<file path="src/sv32_pkg.sv">
`default_nettype none

package sv32_pkg;

    // address field widths
    localparam int VPN_W    = 20;
    localparam int OFFSET_W = 12;
    localparam int ASID_W   = 9;
    localparam int PADDR_W  = 34;

    // leaf page table entry, bit 0 is V
    typedef struct packed {
        logic [21:0] ppn;
        logic [1:0]  rsw;          // reserved for software
        logic        dirty;
        logic        accessed;
        logic        global_page;
        logic        user;
        logic        executable;
        logic        writable;
        logic        readable;
        logic        valid;
    } pte_t;

    typedef enum logic [1:0] {
        ACCESS_LOAD  = 2'd0,
        ACCESS_STORE = 2'd1,
        ACCESS_FETCH = 2'd2
    } access_t;

    // machine mode never translates, so only two levels here
    typedef enum logic {
        PRIV_USER       = 1'b0,
        PRIV_SUPERVISOR = 1'b1
    } priv_t;

endpackage

`default_nettype wire
</file>
<file path="src/tlb_pkg.sv">
`default_nettype none

package tlb_pkg;

    import sv32_pkg::*;

    // default geometry, 16 sets x 2 ways
    localparam int DEF_SETS = 16;
    localparam int DEF_WAYS = 2;

    // one stored translation, valid bit kept separately
    typedef struct packed {
        logic [VPN_W-1:0]  vpn;    // full vpn, set bits included
        logic [ASID_W-1:0] asid;
        pte_t              pte;
    } tlb_entry_t;

    typedef enum logic [1:0] {
        ST_LOOKUP = 2'd0,
        ST_WALK   = 2'd1,
        ST_FENCE  = 2'd2
    } tlb_state_t;

endpackage

`default_nettype wire

</file>
<file path="src/tlb_top.sv">
`timescale 1ns/1ps
`default_nettype none

module tlb_top
    import sv32_pkg::*;
    import tlb_pkg::*;
#(
    parameter int SETS = DEF_SETS,
    parameter int WAYS = DEF_WAYS,
    localparam int SET_W = (SETS > 1) ? $clog2(SETS) : 1,
    localparam int WAY_W = (WAYS > 1) ? $clog2(WAYS) : 1
) (
    input  logic               CLK,
    input  logic               nRST,
    input  logic               req,
    input  logic [31:0]        vaddr,
    input  access_t            access,
    input  priv_t              priv,
    input  logic [ASID_W-1:0]  satp_asid,
    output logic               busy,
    output logic [PADDR_W-1:0] paddr,
    output logic               fault_load,
    output logic               fault_store,
    output logic               fault_insn,
    input  logic               fence,
    input  logic [31:0]        fence_va,
    input  logic [ASID_W-1:0]  fence_asid,
    output logic               fence_done,
    output logic               walk_req,
    output logic [VPN_W-1:0]   walk_vpn,
    input  logic               walk_busy,
    input  pte_t               walk_pte,
    input  logic               walk_fault
);

    tlb_entry_t [WAYS-1:0] rd_entries;
    logic [WAYS-1:0]       rd_valid;
    logic [WAYS-1:0]       inval_mask;
    logic [SET_W-1:0]      rd_set, wr_set;
    logic [WAY_W-1:0]      hit_way, victim_way, wr_way, touch_way;
    tlb_entry_t            hit_entry, wr_entry;
    logic                  hit, wr_en, wr_fill, touch_en, walk_fault_out;
    logic                  hit_resp;

    assign hit_resp = hit && !busy;  // answering from a stored entry
    assign paddr    = {hit_entry.pte.ppn, vaddr[OFFSET_W-1:0]};

    tlb_ctrl #(.SETS(SETS), .WAYS(WAYS)) ctrl0 (
        .CLK(CLK), .nRST(nRST), .req(req), .vaddr(vaddr), .satp_asid(satp_asid),
        .fence(fence), .fence_va(fence_va), .fence_asid(fence_asid),
        .hit(hit), .hit_way(hit_way), .rd_entries(rd_entries), .rd_valid(rd_valid),
        .victim_way(victim_way), .walk_busy(walk_busy), .walk_pte(walk_pte),
        .walk_fault(walk_fault), .busy(busy), .fence_done(fence_done),
        .walk_req(walk_req), .walk_vpn(walk_vpn), .walk_fault_out(walk_fault_out),
        .rd_set(rd_set), .wr_en(wr_en), .wr_fill(wr_fill), .wr_set(wr_set),
        .wr_way(wr_way), .wr_entry(wr_entry), .inval_mask(inval_mask),
        .touch_en(touch_en), .touch_way(touch_way)
    );

    tlb_entry_array #(.SETS(SETS), .WAYS(WAYS)) array0 (
        .CLK(CLK), .nRST(nRST), .rd_set(rd_set), .wr_en(wr_en), .wr_fill(wr_fill),
        .wr_set(wr_set), .wr_way(wr_way), .wr_entry(wr_entry), .inval_mask(inval_mask),
        .touch_en(touch_en), .touch_way(touch_way), .rd_entries(rd_entries),
        .rd_valid(rd_valid), .victim_way(victim_way)
    );

    tlb_lookup #(.WAYS(WAYS)) lookup0 (
        .rd_entries(rd_entries), .rd_valid(rd_valid), .vpn(vaddr[31:OFFSET_W]),
        .asid(satp_asid), .hit(hit), .hit_way(hit_way), .hit_entry(hit_entry)
    );

    tlb_perm_check perm0 (
        .check(hit_resp), .pte(hit_entry.pte), .access(access), .priv(priv),
        .walk_fault(walk_fault_out), .fault_load(fault_load),
        .fault_store(fault_store), .fault_insn(fault_insn)
    );

endmodule

`default_nettype wire

</file>
<file path="src/tlb_ctrl.sv">
`timescale 1ns/1ps
`default_nettype none

module tlb_ctrl
    import sv32_pkg::*;
    import tlb_pkg::*;
#(
    parameter int SETS = DEF_SETS,
    parameter int WAYS = DEF_WAYS,
    localparam int SET_W = (SETS > 1) ? $clog2(SETS) : 1,
    localparam int WAY_W = (WAYS > 1) ? $clog2(WAYS) : 1
) (
    input  logic                  CLK,
    input  logic                  nRST,
    input  logic                  req,
    input  logic [31:0]           vaddr,
    input  logic [ASID_W-1:0]     satp_asid,
    input  logic                  fence,
    input  logic [31:0]           fence_va,
    input  logic [ASID_W-1:0]     fence_asid,
    input  logic                  hit,
    input  logic [WAY_W-1:0]      hit_way,
    input  tlb_entry_t [WAYS-1:0] rd_entries,
    input  logic [WAYS-1:0]       rd_valid,
    input  logic [WAY_W-1:0]      victim_way,
    input  logic                  walk_busy,
    input  pte_t                  walk_pte,
    input  logic                  walk_fault,
    output logic                  busy,
    output logic                  fence_done,
    output logic                  walk_req,
    output logic [VPN_W-1:0]      walk_vpn,
    output logic                  walk_fault_out,
    output logic [SET_W-1:0]      rd_set,
    output logic                  wr_en,
    output logic                  wr_fill,
    output logic [SET_W-1:0]      wr_set,
    output logic [WAY_W-1:0]      wr_way,
    output tlb_entry_t            wr_entry,
    output logic [WAYS-1:0]       inval_mask,
    output logic                  touch_en,
    output logic [WAY_W-1:0]      touch_way
);

    tlb_state_t        state_q, state_d;
    logic [VPN_W-1:0]  walk_vpn_q;   // vpn/asid of the outstanding miss
    logic [ASID_W-1:0] walk_asid_q;
    logic [SET_W-1:0]  fence_cnt_q;
    logic [VPN_W-1:0]  req_vpn;
    logic [WAYS-1:0]   fence_match;

    function automatic logic [SET_W-1:0] set_of(input logic [VPN_W-1:0] vpn);
        return SET_W'(vpn % SETS);
    endfunction

    assign req_vpn = vaddr[31:OFFSET_W];

    // array read index for each state
    always_comb begin
        case (state_q)
            ST_WALK:  rd_set = set_of(walk_vpn_q);
            ST_FENCE: rd_set = fence_cnt_q;
            default:  rd_set = set_of(req_vpn);
        endcase
    end

    // global pages are immune to an asid-filtered fence
    always_comb begin
        for (int i = 0; i < WAYS; i++) begin
            fence_match[i] = rd_valid[i] &&
                ((fence_va == '0) || (rd_entries[i].vpn == fence_va[31:OFFSET_W])) &&
                ((fence_asid == '0) ||
                 ((rd_entries[i].asid == fence_asid) && !rd_entries[i].pte.global_page));
        end
    end

    always_comb begin
        state_d        = state_q;
        busy           = 1'b1;
        fence_done     = 1'b0;
        walk_req       = 1'b0;
        walk_vpn       = walk_vpn_q;
        walk_fault_out = 1'b0;
        wr_en          = 1'b0;
        wr_fill        = 1'b0;
        wr_set         = set_of(walk_vpn_q);
        wr_way         = victim_way;
        wr_entry       = '{vpn: walk_vpn_q, asid: walk_asid_q, pte: walk_pte};
        inval_mask     = '0;
        touch_en       = 1'b0;
        touch_way      = hit_way;
        case (state_q)
            ST_LOOKUP: begin
                if (fence) begin
                    state_d = ST_FENCE;  // fence beats a pending request
                end else if (req && hit) begin
                    busy     = 1'b0;
                    touch_en = 1'b1;
                end else if (req) begin
                    walk_req = 1'b1;
                    walk_vpn = req_vpn;
                    state_d  = ST_WALK;
                end
            end
            ST_WALK: begin
                walk_req = 1'b1;
                if (!walk_busy) begin
                    state_d = ST_LOOKUP;
                    if (walk_fault) begin
                        busy           = 1'b0;  // fault reported without a fill
                        walk_fault_out = 1'b1;
                    end else begin
                        wr_en   = 1'b1;
                        wr_fill = 1'b1;
                    end
                end
            end
            ST_FENCE: begin
                wr_en      = 1'b1;  // clear only
                inval_mask = fence_match;
                fence_done = (fence_cnt_q == SET_W'(SETS - 1));
                if (fence_done) state_d = ST_LOOKUP;
            end
            default: state_d = ST_LOOKUP;
        endcase
    end

    always_ff @(posedge CLK or negedge nRST) begin
        if (!nRST) begin
            state_q     <= ST_LOOKUP;
            fence_cnt_q <= '0;
        end else begin
            state_q <= state_d;
            if (state_q == ST_FENCE) begin
                fence_cnt_q <= fence_done ? '0 : fence_cnt_q + 1'b1;
            end
        end
    end

    always_ff @(posedge CLK) begin
        if ((state_q == ST_LOOKUP) && walk_req) begin
            walk_vpn_q  <= req_vpn;
            walk_asid_q <= satp_asid;
        end
    end

    a_busy_idle: assert property (@(posedge CLK) disable iff (!nRST) !req |-> busy);
    a_done_state: assert property (@(posedge CLK) disable iff (!nRST)
        fence_done |-> (state_q == ST_FENCE));

endmodule

`default_nettype wire

</file>
<file path="src/tlb_perm_check.sv">
`timescale 1ns/1ps
`default_nettype none

module tlb_perm_check
    import sv32_pkg::*;
(
    input  logic    check,
    input  pte_t    pte,
    input  access_t access,
    input  priv_t   priv,
    input  logic    walk_fault,
    output logic    fault_load,
    output logic    fault_store,
    output logic    fault_insn
);

    logic denied;

    always_comb begin
        denied = 1'b0;
        if (check) begin
            case (access)
                ACCESS_LOAD:  denied = !pte.readable;
                ACCESS_STORE: denied = !pte.writable;
                ACCESS_FETCH: denied = !pte.executable;
                default:      denied = 1'b1;
            endcase
            if (!pte.valid) denied = 1'b1;
            // user pages are off limits to supervisor, and the other way round
            if (pte.user && (priv == PRIV_SUPERVISOR)) denied = 1'b1;
            if (!pte.user && (priv == PRIV_USER)) denied = 1'b1;
        end
        if (walk_fault) denied = 1'b1;  // walker error, pte is meaningless
    end

    assign fault_load  = denied && (access == ACCESS_LOAD);
    assign fault_store = denied && (access == ACCESS_STORE);
    assign fault_insn  = denied && (access == ACCESS_FETCH);

endmodule

`default_nettype wire

</file>
<file path="src/tlb_lookup.sv">
`timescale 1ns/1ps
`default_nettype none

module tlb_lookup
    import sv32_pkg::*;
    import tlb_pkg::*;
#(
    parameter int WAYS = DEF_WAYS,
    localparam int WAY_W = (WAYS > 1) ? $clog2(WAYS) : 1
) (
    input  tlb_entry_t [WAYS-1:0] rd_entries,
    input  logic [WAYS-1:0]       rd_valid,
    input  logic [VPN_W-1:0]      vpn,
    input  logic [ASID_W-1:0]     asid,
    output logic                  hit,
    output logic [WAY_W-1:0]      hit_way,
    output tlb_entry_t            hit_entry
);

    logic [WAYS-1:0] match;

    always_comb begin
        hit       = 1'b0;
        hit_way   = '0;
        hit_entry = '0;
        for (int i = 0; i < WAYS; i++) begin
            match[i] = rd_valid[i] && (rd_entries[i].vpn == vpn) &&
                       (rd_entries[i].asid == asid);
            if (match[i]) begin
                hit       = 1'b1;
                hit_way   = WAY_W'(i);
                hit_entry = rd_entries[i];
            end
        end
    end

    // fills only happen on a miss, so a second match means a broken fill path
    always_comb begin
        assert ($onehot0(match)) else $error("tlb_lookup: several ways match");
    end

endmodule

`default_nettype wire

</file>
<file path="src/tlb_entry_array.sv">
`timescale 1ns/1ps
`default_nettype none

module tlb_entry_array
    import tlb_pkg::*;
#(
    parameter int SETS = DEF_SETS,
    parameter int WAYS = DEF_WAYS,
    localparam int SET_W = (SETS > 1) ? $clog2(SETS) : 1,
    localparam int WAY_W = (WAYS > 1) ? $clog2(WAYS) : 1
) (
    input  logic                  CLK,
    input  logic                  nRST,
    input  logic [SET_W-1:0]      rd_set,
    input  logic                  wr_en,
    input  logic                  wr_fill,
    input  logic [SET_W-1:0]      wr_set,
    input  logic [WAY_W-1:0]      wr_way,
    input  tlb_entry_t            wr_entry,
    input  logic [WAYS-1:0]       inval_mask,
    input  logic                  touch_en,
    input  logic [WAY_W-1:0]      touch_way,
    output tlb_entry_t [WAYS-1:0] rd_entries,
    output logic [WAYS-1:0]       rd_valid,
    output logic [WAY_W-1:0]      victim_way
);

    tlb_entry_t [WAYS-1:0]      entries_q [SETS];
    logic [SETS-1:0][WAYS-1:0]  valid_q;
    logic [SETS-1:0][WAY_W-1:0] last_used_q;  // mru way per set
    logic [WAY_W-1:0]           last_used;

    // tag and pte payload
    always_ff @(posedge CLK) begin
        if (wr_en && wr_fill) begin
            entries_q[wr_set][wr_way] <= wr_entry;
        end
    end

    always_ff @(posedge CLK or negedge nRST) begin
        if (!nRST) begin
            valid_q     <= '0;
            last_used_q <= '0;
        end else begin
            if (wr_en && wr_fill) begin
                valid_q[wr_set][wr_way] <= 1'b1;
            end else if (wr_en) begin
                valid_q[rd_set] <= valid_q[rd_set] & ~inval_mask;  // fence clear, whole set
            end
            if (touch_en) begin
                last_used_q[rd_set] <= touch_way;
            end
        end
    end

    assign rd_entries = entries_q[rd_set];
    assign rd_valid   = valid_q[rd_set];

    // replace the way after the mru one
    assign last_used  = last_used_q[rd_set];
    assign victim_way = (last_used == WAY_W'(WAYS - 1)) ? '0 : last_used + 1'b1;

    a_wr_way_range: assert property (@(posedge CLK) disable iff (!nRST)
        wr_en |-> (int'(wr_way) < WAYS));

endmodule

`default_nettype wire

</file>
<file path="config.mk">
export PLATFORM = sky130hd
export DESIGN_NAME = tlb_top
export DESIGN_NICKNAME = d
export VERILOG_FILES = /design/src/sv32_pkg.sv /design/src/tlb_pkg.sv /design/src/tlb_top.sv /design/src/tlb_ctrl.sv /design/src/tlb_perm_check.sv /design/src/tlb_lookup.sv /design/src/tlb_entry_array.sv
export SDC_FILE = /design/constraint.sdc
export NUM_CORES = 2
export LEC_CHECK = 0
export BUFFER_PORTS_ARGS = -buffer_cell sky130_fd_sc_hd__buf_4
export CORE_AREA = 2 2 522 524
export DETAILED_ROUTE_END_ITERATION = 10
export DIE_AREA = 0 0 524 526
export PLACE_DENSITY = 0.51
export SYNTH_ARGS = -nofsm -noshare
export SYNTH_HDL_FRONTEND = slang
export SYNTH_HIERARCHICAL = 1
export SYNTH_SLANG_ARGS = --single-unit
</file>
<file path="constraint.sdc">
create_clock -name CLK -period 10.2 [get_ports CLK]
set_clock_uncertainty 0.1 [all_clocks]
set_input_delay 1.02 -clock CLK [delete_from_list [all_inputs] [get_ports CLK]]
set_output_delay 1.02 -clock CLK [all_outputs]
set_load 0.02 [all_outputs]
</file>
# Word level (Yosys, flattened, before mapping)
# Memory sizes are Yosys's and may differ from the RTL's.
# Index checks and enable logic that the tools add are counted.
word_totals:
  regBits: 83
  latch_bits: 0
  ram_bits: 1952
  mem_bits_ro: 0
  in_bits: 123
  word_cells: 169
  memories: 1
memory_table:
  columns: ["memory", "depth", "width", "rd", "rd_ports_with_merged_regs", "wr", "line_no", "text"]
  rows:
  - ["array0.entries_q", 16, 122, 1, 0, 1, "tlb_entry_array.sv:28", "tlb_entry_t [WAYS-1:0] entries_q [SETS];"]
classes:
  addsub: 2
  n_mul: 0
  div: 0
  n_lt_le_gt_ge: 6
  n_eq_ne: 17
  shifts: 0
  mux: 64
  n_bitwise: 4
  reduce_logical: 39
ops:
  columns: ["operator", "count"]
  rows:
  - ["2-to-1 mux 32 bit", 4]
  - ["2-to-1 mux 122 bit", 1]
  - ["== test 20 bit", 4]
  - ["2-to-1 mux 20 bit", 4]
  - ["demux 61 bit (select 1 bit)", 1]
  - ["2-to-1 mux 61 bit", 1]
  - ["== test 9 bit", 4]
  - ["bitwise mux 32 bit", 1]
  - ["zero test 32 bit", 1]
  - ["OR 32 bit", 1]
  - ["2-to-1 mux 1 bit", 29]
  - ["logical AND 1 bit", 22]
  - ["2-to-1 mux 2 bit", 9]
  - ["bitwise mux 16 bit", 1]
  - ["demux 2 bit (select 4 bit)", 2]
  - ["< comparator 4 x 5 -> 1 bit, second input constant", 2]
  - ["zero test 9 bit", 1]
  - ["binary-select mux 2 bit (select 4 bit)", 1]
  - [">= comparator 4 x 1 -> 1 bit, second input constant", 2]
  - ["case mux 4 bit (2 select lines)", 1]
  - ["zero test 1 bit", 7]
  - ["inequality test 3 bit, second input constant", 2]
  - ["case mux 1 bit (2 select lines)", 3]
  - ["case mux 2 bit (3 select lines)", 1]
  - ["other kinds (21)", 27]

# Longest topological paths before layout
logic_depth:
  word_depth: 17
  ltp_mapped: 25
  depth_no_buf: 18

# By module
# The synthesis kept the hierarchy.
modules_own_cells:
  columns: ["module", "instances", "cells_per_inst", "area_each_um2"]
  rows:
  - ["tlb_entry_array", 1, 3272, 75696.3]
  - ["tlb_ctrl", 1, 245, 2731.4]
  - ["tlb_lookup", 1, 298, 2148.3]
  - ["tlb_top", 1, 13, 103.8]
  - ["tlb_perm_check", 1, 10, 91.3]

# Worst setup path before layout
# OpenSTA, ideal clock, no wires.
synth_timing:
  path_kind: "input -> register"
  from: "input vaddr[12]"
  to: "memory array0/entries_q[2][100] (netlist bit) (enable)"
  setup_ns: 0.555
  arrival_ns: 7.183
  path_slack_ns: 2.362
  stages: 11
  path_buffers: 4
  path_cell_list: "nor2_1 a21oi_1 buf_6 buf_6 buf_6 mux4_2 a221oi_2 buf_4 nor2b_1 nand2_1 nor3_1"
synth_between:
  elab_chain_cells: 10
  word_cells_on_any_way: 11
  classes_between: "add/sub: 1; order compare: 2; mux: 7; reduce/logical: 1"
synth_lines:
  columns: ["item", "line_no", "text"]
  rows:
  - ["start: declaration", "tlb_top.sv:16", "input logic [31:0] vaddr,"]
  - ["case mux 4 bit (2 select lines) *", "tlb_ctrl.sv:60", "case (state_q)"]
  - ["net rd_set[0]", "tlb_top.sv:39", "logic [SET_W-1:0] rd_set, wr_set;"]
  - ["binary-select mux 1 bit (select 4 bit) *", "tlb_entry_array.sv:60", "assign last_used = last_used_q[rd_set];"]
  - ["2-to-1 mux 1 bit (not written as such) *", "tlb_entry_array.sv:60", null]
  - ["adder 1 bit", "tlb_entry_array.sv:61", "assign victim_way = (last_used == WAY_W'(WAYS - 1)) ? '0 : last_used + 1'b1;"]
  - ["2-to-1 mux 1 bit *", "tlb_entry_array.sv:61", null]
  - ["net victim_way", "tlb_top.sv:40", "logic [WAY_W-1:0] hit_way, victim_way, wr_way, touch_way;"]
  - ["< comparator 1 x 2 -> 1 bit (not written as such) or >= comparator 1 bit (tied branches)", "tlb_entry_array.sv:36", "entries_q[wr_set][wr_way] <= wr_entry;"]
  - ["logical AND 1 bit (not written as such)", "tlb_entry_array.sv:36", null]
  - ["2-to-1 mux 61 bit (not written as such)", "tlb_entry_array.sv:36", null]
  - ["demux 61 bit (select 1 bit) *", null, null]
  - ["2-to-1 mux 122 bit (not written as such) *", "tlb_entry_array.sv:36", null]
  - ["end: declaration", "tlb_entry_array.sv:28", null]
# Mark *: on every way through the listed nets, which the timed path passes. The rest lies on a longest branch. The select of a mux whose other input is x is not followed.

==> flow_summary.toml <==
[clock_network]
cts-root-buf = "clkbuf_16"
cts_hold_buffers = 0
clock_sinks = 1907
cts_tree = "done"
cts.path.max_buffers = 3
clk-insertion-delay-late_ns = 0.84
cts_resized = 0
post-cts-setup-buffers = 0
htreeDepth = 4
cts_buffers = 188
clk_pin_slew_ns = 0.07

[sta]
fin_crit_sh_pct = 90.8
rsz0062_at_grt = "false"
slew_viol_final = 0
tightestPinTransition_ns = 1.41
final-setup-viol-count = 0
max_freq_mhz = 108
finalCriticalPeriod_ns = 9.26
setup_tns_ns = 0
maxSlewHeadroom_pct = 5.84
finalHoldViolCount = 0

[detailed_routing]
wire_per_inst_microns = 28.0
drc = 0
firstDrtPassIters = 5
routed_via_density = 4.94
final_antenna_net_count = 0
routed_wl_mm = 210
route.vias.total = 37000
drt_iter0_drc = 3971

[floorplan]
die_y_microns = 526
core_area_sq_um = 270000
start_util_pct = 27.9
io_pins = 183
die_w_microns = 524
rows = 191
die-area_sq_um = 276000

[global_routing]
grt_pass1_wl_mm = 295
grt_pass1_vias = 38100
grt_max_degree = 132
grt_usage_pct = 15.0
grt-ovfl-total = 0
antenna_found_initial = 18

[pwr]
p_seq_share_pct = 35.4
comb_power_share_pct = 38.6
switching_power_mw = 9.11
p_per_area_nw_per_um2 = 298
p_clk_share_pct = 26.0
switching_share_pct = 35.3
internal-power_mw = 16.7
ir_drop_mv = 0.328
p_leak_nw = 27.0

[layout]
seqCellArea_sq_um = 57000
drive_gt1_share_pct = 28.6
multi_input_area_sq_um = 16900
layout.nets = 3878
layoutNonFillerInstCount = 7483
area_delta_synth_final_pct = 15.1
nFillCells = 25600

[place]
portBuffers = 154
place_hpwl_mm = 117
dpl.cell_count = 7131
routabilityCongestion = 0.794

[critical_path]
arrival_ns = 8.14
endpoint_kind = "output pin"
crit_type = "flip-flop to output pin"
startpoint = "ctrl0/state_q[0]"
cp-start-kind = "flip-flop"
crit_required_ns = 9.08
critPathMaxFanout = 40
r2r_start = "ctrl0/state_q[0]"

[yosys]
syn_inst = 3540
syn-num-nets = 3667
synth_area_sq_um = 75200
avgSynthCellArea_sq_um = 21.3
yosys_warnings = 6

[flow_run]
cap_viol_max_count = 0

[status]
status = "complete, no violations"

[hold_path]
hold_class = "primary input to asynchronous set/reset pin"
## path summary, 6_finish.rpt
| path | slack [ns] | end | cells after the start |
|---|---|---|---|
| max in group asynchronous | 9.32 | ctrl0/fence_cnt_q[1] | 1 |
| setup / recovery | 0.94 | paddr[24] | 17 |
| setup reg to reg | 1.84 | ctrl0/walk_vpn_q[4] | 19 |
| hold reg to reg | 0.40 | array0/valid_q[15] | 2 |
| min in group CLK | 0.31 | ctrl0/walk_asid_q[6] | 1 |
| hold / removal | 0.15 | array0/last_used_q[12] | 1 |
## layout by cell type, fill, tap and decap left out, types with 16 or more instances in the layout
cell          n
clkinv_1     54
o21ai_0      20
mux2_4       20
xor2_1       63
dfrtp_1      54
clkbuf_16   189
nor4_1       51
a22oi_1     238
nand4_1      22
mux4_2      461
clkbuf_1     41
a21oi_1      19
nor2_4       16
buf_12       18
mux2i_1      20
buf_4       262
edfxtp_1   1853
nand2_1     173
clkinv_2     35
nor2_1       31
mux2_2       45
xnor2_1      55
nor3_2       16
## critical path, stage by stage, from the launching register on
cell     delay (ns)
dfrtp_1        0.38
inv_1          0.10
ha_1           0.59
a22oi_1        0.22
a21oi_4        0.76
buf_4          0.37
buf_12         0.26
buf_4          0.71
mux4_2         0.59
a22oi_1        0.22
nand2_1        0.18
xnor2_1        0.39
and2_2         0.49
buf_4          0.45
nand2_1        0.09
nor4_1         0.85
mux2_2         0.39
buf_4          0.16
## routing by layer
| layer | track usage, % | part of all wire [%] | wire length, microns | vias to the layer above |
|---|---|---|---|---|
| met5 | 0 | 0 | 0 | - |
| met4 | 3.42 | 1.9 | 4050 | 0 |
| met3 | 2.51 | 5.7 | 12000 | 262 |
| met2 | 24.2 | 48 | 100000 | 1133 |
| met1 | 21.3 | 44 | 93400 | 20400 |
| li1 | - | - | - | 15200 |
## area by class of cell
| cell class | instances | share of cell area (%) |
|---|---|---|
| tap | 3570 | 5.16 |
| multi-input combinational | 1363 | 19.6 |
| timing repair buffer | 280 | 2.69 |
| clock inverter | 117 | 1.09 |
| inverter | 11 | 0.0506 |
| antenna | 5 | 0.0144 |
| clock buffer | 230 | 5.64 |
| sequential | 1907 | 65.8 |
## state kept, by name (all words and copies together) (netlist names)
signal              cells
array0/last_used_q     16
ctrl0/walk_asid_q       9
array0/entries_q     1824
ctrl0/state_q           2
ctrl0/walk_vpn_q       20
array0/valid_q         32
ctrl0/fence_cnt_q       4
## power groups by stage
stage / registers [mW] / clock network [mW] / logic, mW
4_1_cts: 9.13 / 6.81 / 10.1
6_report: 9.13 / 6.70 / 9.95
2_1_floorplan: 9.20 / 0 / 7.03
5_1_grt: 9.16 / 7.11 / 10.6
3_3_place_gp: 9.28 / 0 / 10.1
3_5_place_dp: 9.30 / 0 / 10.1
## stage by stage
stage | hold slack, ns | setup slack, ns | utilization [%] | power [mW] | instance area (sq um)
finish | 0.147 | 0.937 | 32.1 | 25.8 | 86600
global route | 0.170 | 0.195 | 32.1 | 26.9 | 86600
CTS | 0.122 | 0.566 | 32.1 | 26.0 | 86600
detailed placement | 0.375 | 1.52 | 29.9 | 19.4 | 80800
global placement | 0.378 | 1.59 | 29.9 | 19.4 | 80800
floorplan | 0.354 | 2.64 | - | 16.2 | 75200
(Power assumes the default switching activity.)
